### src/hw/chronos_cm_pkg.sv
package chronos_cm_pkg;

   // Core enqueue ports
   localparam int NUM_SI     = 2;
   localparam int LOG_NUM_SI = (NUM_SI > 1) ? $clog2(NUM_SI) : 1;

   // Location of a child task
   localparam int LOG_N_TILES = 2;
   localparam int LOG_TQ_SIZE = 4;
   localparam int EPOCH_WIDTH = 8;

   // Parent slot and child index
   localparam int LOG_CQ_SLICE_SIZE     = 2;
   localparam int LOG_CHILDREN_PER_TASK = 2;
   localparam int N_CHILD_ENTRIES       = 2 ** (LOG_CQ_SLICE_SIZE + LOG_CHILDREN_PER_TASK);

   localparam int TASK_WIDTH = 32;

   typedef logic [LOG_N_TILES-1:0]       tile_id_t;
   typedef logic [LOG_TQ_SIZE-1:0]       tq_slot_t;
   typedef logic [EPOCH_WIDTH-1:0]       epoch_t;
   typedef logic [LOG_CQ_SLICE_SIZE-1:0] cq_slot_t;
   // One extra bit so a full child count fits
   typedef logic [LOG_CHILDREN_PER_TASK:0] child_id_t;
   typedef logic [TASK_WIDTH-1:0]          task_t;

   typedef struct packed {
      cq_slot_t                         cq_slot;
      logic [LOG_CHILDREN_PER_TASK-1:0] child;
   } child_addr_t;

   typedef enum logic [1:0] {CHILD_SENT, CHILD_ACKED, CHILD_UNTRACKED} child_state_t;

   typedef struct packed {
      tile_id_t tile;
      tq_slot_t slot;
      epoch_t   epoch;
   } child_loc_t;

   typedef struct packed {
      child_state_t state;
      child_loc_t   loc;
   } child_ptr_t;

   typedef enum logic [1:0] {WALK_IDLE, WALK_READ, WALK_CHECK, WALK_DONE} walk_state_t;

endpackage

### src/hw/child_mem_if.sv
// Write port of the children array, always accepted
interface child_wr_if;
   import chronos_cm_pkg::*;

   logic        en;
   child_addr_t addr;
   child_ptr_t  ptr;

   modport writer (output en, addr, ptr);
   modport store (input en, addr, ptr);
endinterface

// Read port, ptr is valid the cycle after en
interface child_rd_if;
   import chronos_cm_pkg::*;

   logic        en;
   child_addr_t addr;
   child_ptr_t  ptr;
   // Reader is waiting on this entry, keep reloading it
   logic        stalled;

   modport reader (output en, addr, stalled, input ptr);
   modport store (input en, addr, stalled, output ptr);
endinterface

### src/hw/cm_update_decode.sv
module cm_update_decode (
   input  logic                                                   clk,
   input  logic                                                   rstn,
   input  logic                  [chronos_cm_pkg::NUM_SI-1:0]     s_wvalid,
   output logic                  [chronos_cm_pkg::NUM_SI-1:0]     s_wready,
   input  chronos_cm_pkg::task_t [chronos_cm_pkg::NUM_SI-1:0]     s_wdata,
   input  logic                  [chronos_cm_pkg::NUM_SI-1:0]     s_enq_untied,
   input  chronos_cm_pkg::cq_slot_t  [chronos_cm_pkg::NUM_SI-1:0] s_cq_slot,
   input  chronos_cm_pkg::child_id_t [chronos_cm_pkg::NUM_SI-1:0] s_child_id,
   output logic                                                   task_enq_valid,
   input  logic                                                   task_enq_ready,
   output chronos_cm_pkg::task_t                                  task_enq_data,
   output logic                                                   task_enq_tied,
   output chronos_cm_pkg::cq_slot_t                               task_enq_resp_cq_slot,
   output chronos_cm_pkg::child_id_t                              task_enq_resp_child_id,
   input  logic                                                   task_resp_valid,
   input  chronos_cm_pkg::cq_slot_t                               task_resp_cq_slot,
   input  chronos_cm_pkg::child_id_t                              task_resp_child_id,
   input  chronos_cm_pkg::child_loc_t                             task_resp_loc,
   child_wr_if.writer                                             wr
);
   import chronos_cm_pkg::*;

   logic [NUM_SI-1:0]     untied_vec;
   logic [LOG_NUM_SI-1:0] sel;
   logic                  can_take;
   logic                  take_enq;

   function automatic logic [LOG_NUM_SI-1:0] lowest_set(input logic [NUM_SI-1:0] vec);
      logic [LOG_NUM_SI-1:0] idx;
      idx = '0;
      for (int i = NUM_SI - 1; i >= 0; i--) begin
         if (vec[i]) begin
            idx = LOG_NUM_SI'(i);
         end
      end
      return idx;
   endfunction

   // Untied tasks go first since they never need an array entry
   assign untied_vec = s_wvalid & s_enq_untied;
   assign sel        = (|untied_vec) ? lowest_set(untied_vec) : lowest_set(s_wvalid);

   // A response owns the write port this cycle
   assign can_take = !task_enq_valid || task_enq_ready;
   assign take_enq = can_take && !task_resp_valid && (|s_wvalid);

   always_comb begin
      s_wready = '0;
      if (take_enq) begin
         s_wready[sel] = 1'b1;
      end
   end

   always_ff @(posedge clk) begin
      if (!rstn) begin
         task_enq_valid <= 1'b0;
      end else if (take_enq) begin
         task_enq_valid <= 1'b1;
      end else if (task_enq_ready) begin
         task_enq_valid <= 1'b0;
      end
   end

   always_ff @(posedge clk) begin
      if (take_enq) begin
         task_enq_data          <= s_wdata[sel];
         task_enq_tied          <= !s_enq_untied[sel];
         task_enq_resp_cq_slot  <= s_cq_slot[sel];
         task_enq_resp_child_id <= s_child_id[sel];
      end
   end

   // Array update
   always_comb begin
      wr.en   = 1'b0;
      wr.addr = '0;
      wr.ptr  = '0;
      if (task_resp_valid) begin
         wr.en           = 1'b1;
         wr.addr.cq_slot = task_resp_cq_slot;
         wr.addr.child   = task_resp_child_id[LOG_CHILDREN_PER_TASK-1:0];
         wr.ptr.state    = CHILD_ACKED;
         wr.ptr.loc      = task_resp_loc;
      end else if (take_enq && !s_enq_untied[sel]) begin
         wr.en           = 1'b1;
         wr.addr.cq_slot = s_cq_slot[sel];
         wr.addr.child   = s_child_id[sel][LOG_CHILDREN_PER_TASK-1:0];
         wr.ptr.state    = CHILD_SENT;
      end
   end

endmodule

### src/hw/cm_children_array.sv
module cm_children_array (
   input logic        clk,
   input logic        rstn,
   child_wr_if.store  wr,
   child_rd_if.store  rd
);
   import chronos_cm_pkg::*;

   child_ptr_t                 mem [N_CHILD_ENTRIES];
   logic [N_CHILD_ENTRIES-1:0] track;
   child_ptr_t                 stored;
   child_ptr_t                 rd_q;
   logic                       bypass;

   always_ff @(posedge clk) begin
      if (wr.en) begin
         mem[wr.addr] <= wr.ptr;
      end
   end

   // Entries never written read back as untracked
   always_ff @(posedge clk) begin
      if (!rstn) begin
         track <= '0;
      end else if (wr.en) begin
         track[wr.addr] <= 1'b1;
      end
   end

   always_comb begin
      stored = mem[rd.addr];
      if (!track[rd.addr]) begin
         stored.state = CHILD_UNTRACKED;
      end
   end

   // Same-cycle write to the read address wins
   assign bypass = wr.en && (wr.addr == rd.addr);

   always_ff @(posedge clk) begin
      if (rd.en || rd.stalled) begin
         rd_q <= bypass ? wr.ptr : stored;
      end
   end

   assign rd.ptr = rd_q;

endmodule

### src/hw/cm_cut_ties_walker.sv
module cm_cut_ties_walker (
   input  logic                       clk,
   input  logic                       rstn,
   input  logic                       cq_cut_ties_valid,
   output logic                       cq_cut_ties_ready,
   input  chronos_cm_pkg::cq_slot_t   cq_cut_ties_cq_slot,
   input  chronos_cm_pkg::child_id_t  cq_cut_ties_count,
   child_rd_if.reader                 rd,
   output logic                       msg_valid,
   output chronos_cm_pkg::child_loc_t msg_loc,
   output logic                       ack_valid,
   input  logic                       msg_busy
);
   import chronos_cm_pkg::*;

   walk_state_t state;
   walk_state_t state_next;
   cq_slot_t    cur_slot;
   child_id_t   cur_idx;
   child_id_t   cur_count;
   child_id_t   next_idx;
   logic        last_child;
   logic        child_done;

   assign next_idx   = cur_idx + 1'b1;
   assign last_child = (next_idx == cur_count);

   assign cq_cut_ties_ready = (state == WALK_IDLE);

   // Address also carries the parent slot back to the ack
   assign rd.en   = (state == WALK_READ);
   assign rd.addr = '{cq_slot: cur_slot, child: cur_idx[LOG_CHILDREN_PER_TASK-1:0]};
   assign msg_loc = rd.ptr.loc;

   always_comb begin
      state_next = state;
      msg_valid  = 1'b0;
      ack_valid  = 1'b0;
      child_done = 1'b0;
      rd.stalled = 1'b0;
      case (state)
         WALK_IDLE: begin
            if (cq_cut_ties_valid) begin
               state_next = (cq_cut_ties_count == '0) ? WALK_DONE : WALK_READ;
            end
         end
         WALK_READ: begin
            state_next = WALK_CHECK;
         end
         WALK_CHECK: begin
            case (rd.ptr.state)
               // Hold here until the response lands in the array
               CHILD_SENT: rd.stalled = 1'b1;
               CHILD_ACKED: begin
                  if (msg_busy) begin
                     rd.stalled = 1'b1;
                  end else begin
                     msg_valid  = 1'b1;
                     child_done = 1'b1;
                  end
               end
               default: child_done = 1'b1;
            endcase
            if (child_done) begin
               state_next = last_child ? WALK_DONE : WALK_READ;
            end
         end
         WALK_DONE: begin
            // Ack only once the last message has left
            if (!msg_busy) begin
               ack_valid  = 1'b1;
               state_next = WALK_IDLE;
            end
         end
         default: state_next = WALK_IDLE;
      endcase
   end

   always_ff @(posedge clk) begin
      if (!rstn) begin
         state <= WALK_IDLE;
      end else begin
         state <= state_next;
      end
   end

   always_ff @(posedge clk) begin
      if (cq_cut_ties_valid && cq_cut_ties_ready) begin
         cur_slot  <= cq_cut_ties_cq_slot;
         cur_count <= cq_cut_ties_count;
         cur_idx   <= '0;
      end else if (child_done) begin
         cur_idx <= next_idx;
      end
   end

endmodule

### src/hw/cm_tile_msg_out.sv
module cm_tile_msg_out (
   input  logic                       clk,
   input  logic                       rstn,
   input  logic                       msg_valid,
   input  chronos_cm_pkg::child_loc_t msg_loc,
   input  logic                       ack_valid,
   input  chronos_cm_pkg::cq_slot_t   ack_cq_slot,
   output logic                       msg_busy,
   output logic                       cut_ties_valid,
   output chronos_cm_pkg::child_loc_t cut_ties_loc,
   input  logic                       cut_ties_ready,
   output logic                       cut_ties_ack_valid,
   output chronos_cm_pkg::cq_slot_t   cut_ties_ack_cq_slot,
   input  logic                       cut_ties_ack_ready
);

   // A slot leaving this cycle can be refilled at the same edge
   assign msg_busy = (cut_ties_valid && !cut_ties_ready) ||
                     (cut_ties_ack_valid && !cut_ties_ack_ready);

   always_ff @(posedge clk) begin
      if (!rstn) begin
         cut_ties_valid     <= 1'b0;
         cut_ties_ack_valid <= 1'b0;
      end else begin
         if (msg_valid) begin
            cut_ties_valid <= 1'b1;
         end else if (cut_ties_ready) begin
            cut_ties_valid <= 1'b0;
         end
         if (ack_valid) begin
            cut_ties_ack_valid <= 1'b1;
         end else if (cut_ties_ack_ready) begin
            cut_ties_ack_valid <= 1'b0;
         end
      end
   end

   always_ff @(posedge clk) begin
      if (msg_valid) begin
         cut_ties_loc <= msg_loc;
      end
      if (ack_valid) begin
         cut_ties_ack_cq_slot <= ack_cq_slot;
      end
   end

endmodule

### src/hw/child_manager.sv
module child_manager (
   input  logic                                                   clk,
   input  logic                                                   rstn,
   // Core side
   input  logic                  [chronos_cm_pkg::NUM_SI-1:0]     s_wvalid,
   output logic                  [chronos_cm_pkg::NUM_SI-1:0]     s_wready,
   input  chronos_cm_pkg::task_t [chronos_cm_pkg::NUM_SI-1:0]     s_wdata,
   input  logic                  [chronos_cm_pkg::NUM_SI-1:0]     s_enq_untied,
   input  chronos_cm_pkg::cq_slot_t  [chronos_cm_pkg::NUM_SI-1:0] s_cq_slot,
   input  chronos_cm_pkg::child_id_t [chronos_cm_pkg::NUM_SI-1:0] s_child_id,
   // Enqueue to task queue
   output logic                                                   task_enq_valid,
   input  logic                                                   task_enq_ready,
   output chronos_cm_pkg::task_t                                  task_enq_data,
   output logic                                                   task_enq_tied,
   output chronos_cm_pkg::cq_slot_t                               task_enq_resp_cq_slot,
   output chronos_cm_pkg::child_id_t                              task_enq_resp_child_id,
   // Task queue response
   input  logic                                                   task_resp_valid,
   output logic                                                   task_resp_ready,
   input  chronos_cm_pkg::cq_slot_t                               task_resp_cq_slot,
   input  chronos_cm_pkg::child_id_t                              task_resp_child_id,
   input  chronos_cm_pkg::child_loc_t                             task_resp_loc,
   // Cut-ties request from the CQ
   input  logic                                                   cq_cut_ties_valid,
   output logic                                                   cq_cut_ties_ready,
   input  chronos_cm_pkg::cq_slot_t                               cq_cut_ties_cq_slot,
   input  chronos_cm_pkg::child_id_t                              cq_cut_ties_count,
   // Tile message and CQ ack
   output logic                                                   cut_ties_valid,
   input  logic                                                   cut_ties_ready,
   output chronos_cm_pkg::child_loc_t                             cut_ties_loc,
   output logic                                                   cut_ties_ack_valid,
   input  logic                                                   cut_ties_ack_ready,
   output chronos_cm_pkg::cq_slot_t                               cut_ties_ack_cq_slot
);
   import chronos_cm_pkg::*;

   logic       msg_valid;
   child_loc_t msg_loc;
   logic       ack_valid;
   logic       msg_busy;

   child_wr_if wr_if ();
   child_rd_if rd_if ();

   // Responses always win the write port
   assign task_resp_ready = 1'b1;

   cm_update_decode i_update_decode (
      .clk                    (clk),
      .rstn                   (rstn),
      .s_wvalid               (s_wvalid),
      .s_wready               (s_wready),
      .s_wdata                (s_wdata),
      .s_enq_untied           (s_enq_untied),
      .s_cq_slot              (s_cq_slot),
      .s_child_id             (s_child_id),
      .task_enq_valid         (task_enq_valid),
      .task_enq_ready         (task_enq_ready),
      .task_enq_data          (task_enq_data),
      .task_enq_tied          (task_enq_tied),
      .task_enq_resp_cq_slot  (task_enq_resp_cq_slot),
      .task_enq_resp_child_id (task_enq_resp_child_id),
      .task_resp_valid        (task_resp_valid),
      .task_resp_cq_slot      (task_resp_cq_slot),
      .task_resp_child_id     (task_resp_child_id),
      .task_resp_loc          (task_resp_loc),
      .wr                     (wr_if.writer)
   );

   cm_children_array i_children_array (
      .clk  (clk),
      .rstn (rstn),
      .wr   (wr_if.store),
      .rd   (rd_if.store)
   );

   cm_cut_ties_walker i_cut_ties_walker (
      .clk                 (clk),
      .rstn                (rstn),
      .cq_cut_ties_valid   (cq_cut_ties_valid),
      .cq_cut_ties_ready   (cq_cut_ties_ready),
      .cq_cut_ties_cq_slot (cq_cut_ties_cq_slot),
      .cq_cut_ties_count   (cq_cut_ties_count),
      .rd                  (rd_if.reader),
      .msg_valid           (msg_valid),
      .msg_loc             (msg_loc),
      .ack_valid           (ack_valid),
      .msg_busy            (msg_busy)
   );

   // Walker read address still holds the parent slot when it acks
   cm_tile_msg_out i_tile_msg_out (
      .clk                  (clk),
      .rstn                 (rstn),
      .msg_valid            (msg_valid),
      .msg_loc              (msg_loc),
      .ack_valid            (ack_valid),
      .ack_cq_slot          (rd_if.addr.cq_slot),
      .msg_busy             (msg_busy),
      .cut_ties_valid       (cut_ties_valid),
      .cut_ties_loc         (cut_ties_loc),
      .cut_ties_ready       (cut_ties_ready),
      .cut_ties_ack_valid   (cut_ties_ack_valid),
      .cut_ties_ack_cq_slot (cut_ties_ack_cq_slot),
      .cut_ties_ack_ready   (cut_ties_ack_ready)
   );

endmodule

### config.mk
export PLATFORM = sky130hd
export DESIGN_NAME = child_manager
export DESIGN_NICKNAME = d
export VERILOG_FILES = /design/src/hw/chronos_cm_pkg.sv /design/src/hw/child_mem_if.sv /design/src/hw/cm_update_decode.sv /design/src/hw/cm_children_array.sv /design/src/hw/cm_cut_ties_walker.sv /design/src/hw/cm_tile_msg_out.sv /design/src/hw/child_manager.sv
export SDC_FILE = /design/constraint.sdc
export NUM_CORES = 1
export LEC_CHECK = 0
export BUFFER_PORTS_ARGS = -buffer_cell sky130_fd_sc_hd__buf_2
export CORE_MARGIN = 2
export CORE_UTILIZATION = 58
export CTS_CLUSTER_DIAMETER = 50
export DETAILED_ROUTE_END_ITERATION = 10
export GPL_TIMING_DRIVEN = 0
export PLACE_DENSITY = 0.8
export SETUP_SLACK_MARGIN = 0.5
export SYNTH_ARGS = -nofsm -noshare
export SYNTH_HDL_FRONTEND = slang
export SYNTH_SLANG_ARGS = --single-unit
### constraint.sdc
create_clock -name clk -period 5.2 [get_ports clk]
set_input_delay 0.78 -clock clk [delete_from_list [all_inputs] [get_ports clk]]
set_output_delay 0.78 -clock clk [all_outputs]
set_load 0.02 [all_outputs]
### Word-level counts from Yosys, hierarchy flattened

Memories as Yosys holds them, arrays and structs flattened.
Index checks and enable logic that the tools add are counted.

* register bits after elaboration: 99
* memory bits (writable): 240
* bits of input ports: 109
* output and inout bits: 61
* memories kept: 1

* add/sub/neg operators: 1
* order comparisons: 5
* equal/unequal tests: 9
* muxes and demuxes: 52
* bitwise gates (word level): 2
* reductions and logical operators: 26

Memories
* i_children_array.mem: words 16, bits a word 15, rd ports 1, clocked after Yosys merged registers in 0, wr ports 1, RTL line cm_children_array.sv:9 `child_ptr_t mem [N_CHILD_ENTRIES];`

Operator list (count)
* 32-bit two-way mux: 2
* 1-bit two-way mux: 29
* 2-bit two-way mux: 9
* 16-bit two-way mux: 1
* 16-bit bitwise OR: 1
* 14-bit two-way mux: 1
* 4-bit by 5-bit < comparator with 1-bit output (second input constant): 2
* 1-bit logical AND: 9
* 4-bit two-way mux: 2
* 2-bit one-hot mux with 4 select lines: 1
* 3-bit two-way mux: 2
* 2-bit nonzero test: 3
* 1-bit zero test: 5
* 1-bit binary-select mux with 4-bit select: 1
* 1-bit demux with 4-bit select: 1
* 2-bit by 1-bit equality test with 1-bit output (second input constant): 2
* 2-bit equality test (second input constant): 2
* 4-bit equality test: 1
* 4-bit by 1-bit >= comparator with 1-bit output (second input constant): 1
* 2-bit zero test: 2
* 2-bit inequality test (second input constant): 2
* 1-bit one-hot mux with 2 select lines: 2
* 2-bit OR reduction: 2
* 3-bit by 1-bit adder with 3-bit output (second input constant): 1
* other kinds (9): 11

### Depth between registers and ports, before layout

* word-level depth: 15
* depth in mapped cells: 9
* mapped depth without buffers: 7

### By module

A second synthesis with hierarchy kept.

* cell total of the unflattened synthesis: 674
* area total of the unflattened synthesis: 14086.0 um^2

Modules (own cells, without submodules)
* cm_children_array: instances 1, cells an instance 473, area an instance 11043.1 um^2, seq. area each 8488.1 um^2
* cm_update_decode: instances 1, cells an instance 115, area an instance 1864.3 um^2, seq. area each 1161.1 um^2
* cm_cut_ties_walker: instances 1, cells an instance 61, area an instance 613.1 um^2, seq. area each 250.2 um^2
* cm_tile_msg_out: instances 1, cells an instance 23, area an instance 554.3 um^2, seq. area each 520.5 um^2
* child_manager: instances 1, cells an instance 2, area an instance 11.3 um^2, seq. area each 0.0 um^2

### Worst setup path after synthesis

Ideal clock, no wire load.

* path type: input -> register
* from: input task_resp_valid
* to: memory i_children_array.mem[0][0] (netlist bit), enable pin
* library setup time: 0.388 ns
* arrival: 4.205 ns
* data required time: 4.812 ns
* path slack: 0.607 ns
* stages: 6
* path buffers: 0
* cell sequence: o21bai_1 -> nor2b_1 -> nand2_1 -> o22ai_1 -> nand2_1 -> nor2_1

* longest elaborated chain between the ends: 8
* elaborated cells between the ends (all ways): 10
* those cells by class: mux (6); reduce/logical (4)

RTL lines
* start: declaration: RTL line child_manager.sv:19 `input logic task_resp_valid,`
* 1-bit zero test *: RTL line cm_update_decode.sv:46 `assign take_enq = can_take && !task_resp_valid && (|s_wvalid);`
* 1-bit logical AND * (2 in series): RTL line cm_update_decode.sv:46
* named net i_update_decode.take_enq: RTL line cm_update_decode.sv:27 `logic take_enq;`
* 1-bit logical AND *: RTL line cm_update_decode.sv:85 `end else if (take_enq && !s_enq_untied[sel]) begin`
* 1-bit two-way mux: RTL line cm_update_decode.sv:85
* 1-bit two-way mux: RTL line cm_update_decode.sv:79 `if (task_resp_valid) begin`
* 1-bit two-way mux: RTL line cm_children_array.sv:16 `if (wr.en) begin`
* 1-bit two-way mux (implied by the code): RTL line cm_children_array.sv:17 `mem[wr.addr] <= wr.ptr;`
* end: declaration: RTL line cm_children_array.sv:9

Mark *: on every way through the listed nets, which the timed path passes. The rest lies on a longest branch.

### Final worst setup path

* from: input task_resp_valid
* to: memory i_children_array.mem[4][8] (netlist bit), enable pin

* longest elaborated chain between the ends: 8
* elaborated cells between the ends (all ways): 10
* those cells by class: mux (6); reduce/logical (4)

RTL lines (RTL line)
* 1-bit zero test: cm_update_decode.sv:46
* 1-bit logical AND (2 in series): cm_update_decode.sv:46
* 1-bit logical AND: cm_update_decode.sv:85
* 1-bit two-way mux: cm_update_decode.sv:85
* 1-bit two-way mux: cm_update_decode.sv:79
* 1-bit two-way mux: cm_children_array.sv:16
* 1-bit two-way mux (implied by the code): cm_children_array.sv:17

Parallel ways exist; a longest one is shown, timed or not.

==> results.ini <==
[timing]
max_freq_mhz=300
rsz0062_at_grt=no
setup-violations-final=0
layout_min_cycle_time_ns=3.34
hold_viol=0
fin_crit_sh_pct=64.2
worst_slew_pin_slew_ns=1.26
relSlewSlack_pct=16.0
slew_viol_final=0
fin_skew_ns=0.0220

[final_layout]
fill_cells=1321
drive_above_1_share_pct=45.8
final_util_pct=70.8
areaGrowthSynthToFinish_pct=20.0
final_cells=1161
diodes=0
nNetsFinal=961

[synth]
synthAdderAreaFrac_pct=0.0939
netlist_instances=628
synth_xor_xnor_area_share_pct=0.714
synth_top_family_by_area=multiplexers
avgSynthCellArea_um2=21.2
yosysWarnings=0
synth_area_um2=13300
synth_ff_type=edfxtp_1
muxShareOfSynthArea_pct=18.7
yosysSeqAreaShare_pct=74.6
synth_compound_area_share_pct=2.23
synth_seq_cells=339
synth.distinct_cells=41
synthesis.nets=738
ys_async_sr_fraction_pct=0
synth-simple-area-share_pct=2.57
synth_edf_count=315

[placement]
portBuffers=167
dp_hpwl_um=20400
dp_cells=1098
routabilityCongestion=0.961

[routing]
wl_per_cell_um=27.8
drtIter0Drc=800
routed_via_density=6.30
firstDrtPassIters=5
drc=0
wirelength_um=32200
ant_nets=0
vias=7314

[floorplan]
core_um2=22600
rows=55
dieHeight_um=156
ioPinCount=170
die_x_um=156
dieArea_um2=24200
initial_core_util_pct=59.0

[grt]
grt_pass1_wl_um=47900
grtUsageTotal_pct=27.6
antenna_found_initial=0
grt_overflow=0
grt_max_degree=39
grt_pass1_vias=7622

[clocking]
cts_buffers=36
post_cts_resized=0
cts_hold_buf=0
cts-root-buf=clkbuf_16
cts_tree=done
clock-sinks=339
postCtsSetupRepairBufs=0
clkLatencyLatePin_ns=0.51
cts_max_path_buffers=3
h-tree-depth=2
clk_pin_slew_ns=0.06

[critical_path]
timing.rr.start=i_cut_ties_walker.cur_idx[0]
critPathLaunchType=input pin
path_depth=7
cp.arrival_ns=3.55
cp_cell_sequence=buf_2 > clkbuf_1 > clkinv_1 > o22ai_1 > nand2_1 > nor2_2 > buf_8
r2r_end=i_children_array.rd.ptr[5]
worstPathRequired_ns=5.41
rrSetupSlack_ns=1.97
criticalPathCategory=input pin to flop
r2r.worst_path.cells=5
cpPeakStageDelay_ns=0.65
endpoint=i_children_array.mem[4][8]
crit_path_end_kind=flop
worst_path_max_delay_cell=nor2_2
path_buf_inv=4
crit_start=task_resp_valid
crit_family=buffers and inverters
critPathMaxFanout=18

[pwr]
seqPwrFrac_pct=50.1
switching_share_pct=22.3
power.share.clock_pct=39.6
ir_drop_v=0.000227
p_comb_share_pct=10.3
p_leak_nw=5.57
power.switching_w=0.00139
intPower_w=0.00484
power_density_nw_per_um2=390

[run_status]
status=finished clean

[run]
cap_violations=0

[worst_hold_path]
hp-class=flop to flop
holdPathStages=0
hold_start=i_children_array.rd.ptr[11]

-- metrics by stage --
step / setup TNS [ns] / cell area (µm²) / hold slack (ns) / worst slack [ns] / total power (W)
global route: 0 / 16000 / 0.426 / 1.82 / 0.00640
finish: 0 / 16000 / 0.423 / 1.86 / 0.00623
detailed placement: 0 / 14900 / 0.405 / 1.49 / 0.00381
floorplan: 0 / 13300 / 0.400 / 0.607 / 0.00359
global placement: -241.76 / 14500 / 0.403 / -1.16 / 0.00376
CTS: 0 / 16000 / 0.425 / 1.92 / 0.00626
-- power groups by stage --
stage	clock network (W)	registers [W]	logic, W
2_1_floorplan	0	0.00320	0.000389
3_3_place_gp	0	0.00317	0.000587
3_5_place_dp	0	0.00318	0.000630
4_1_cts	0.00250	0.00312	0.000643
5_1_grt	0.00259	0.00313	0.000677
6_report	0.00246	0.00312	0.000642
-- synthesized netlist by cell type (all sizes together) (3+ instances only) --
| cell | count | area, µm² |
|---|---|---|
| nand2b | 4 | 25.0 |
| o21a | 18 | 135 |
| edfxtp | 315 | 9460 |
| mux2 | 54 | 657 |
| xnor2 | 7 | 68.8 |
| nor2b | 6 | 40.0 |
| buf | 13 | 72.6 |
| mux2i | 3 | 30.0 |
| and2 | 16 | 100 |
| o21ai | 5 | 28.8 |
| a21oi | 7 | 35.0 |
| a32o | 3 | 30.0 |
| nor2 | 23 | 86.3 |
| dfxtp | 24 | 480 |
| xor2 | 3 | 26.3 |
| mux4 | 80 | 1800 |
| clkbuf | 17 | 65.1 |
| nand2 | 12 | 45.0 |
-- how the worst min path moves through the flow --
| stage | endpoint | slack [ns] |
|---|---|---|
| after floorplan | i_tile_msg_out.cut_ties_loc[0] | 0.40 |
| after global placement | i_tile_msg_out.cut_ties_loc[12] | 0.40 |
| after detailed placement | i_tile_msg_out.cut_ties_loc[8] | 0.41 |
| after CTS | i_tile_msg_out.cut_ties_loc[0] | 0.42 |
| after global routing | i_tile_msg_out.cut_ties_loc[0] | 0.43 |
| final | i_tile_msg_out.cut_ties_loc[11] | 0.42 |
-- cell usage in the layout (no fill, tap or decap), types with 6 or more instances in the layout --
cell type	instances
mux2_4	13
and2_1	16
buf_1	6
clkbuf_1	21
dfxtp_1	24
buf_2	171
buf_8	15
nor2_1	7
clkinv_2	6
mux4_2	80
clkinv_1	7
clkbuf_16	38
xnor2_1	6
mux2_2	41
o21a_1	18
a21oi_1	7
nand2_1	12
edfxtp_1	315
nor2_2	16
-- area by class of cell --
type	instances	area, µm²	share of cell area, %
Buffer	30	138	0.861
Clock buffer	44	983	6.15
Clock inverter	19	153	0.955
Inverter	2	7.51	0.0470
Multi-Input combinational cell	257	3290	20.6
Sequential cell	339	9940	62.2
Tap cell	285	357	2.23
Timing Repair Buffer	185	1120	7.00
-- registers in the layout, summed over array words and instances, names as in the netlist, 2 cells and up --
signal and count:
i_cut_ties_walker.cur_count 3, i_cut_ties_walker.cur_slot 2, i_children_array.mem 240, i_update_decode.task_enq_data 32, i_children_array.rd.ptr 16, i_tile_msg_out.cut_ties_loc 14, i_update_decode.task_enq_resp_child_id 3, i_update_decode.task_enq_resp_cq_slot 2
i_cut_ties_walker.state 2, i_tile_msg_out.cut_ties_ack_cq_slot 2, i_children_array.track 16, i_cut_ties_walker.cur_idx 3
-- layer usage --
layer  global-route usage (%)  up-vias  part of all wire [%]
met4                     10.2        0                   3.5
met2                     47.8      383                    53
met1                     35.9     3814                    36
met3                     4.50       90                   7.3
li1                         -     3027                     -
met5                        0        -                     0
-- cell families after synthesis --
logic type	after synthesis
flip-flops	339
multiplexers	137
AND/OR/NAND/NOR	66
AO/OA/AOI/OAI	42
buffers and inverters	32
XOR/XNOR	10
adder cells (fa/ha/maj)	1
other	1
Note: power is estimated with default switching activity, not from simulation.
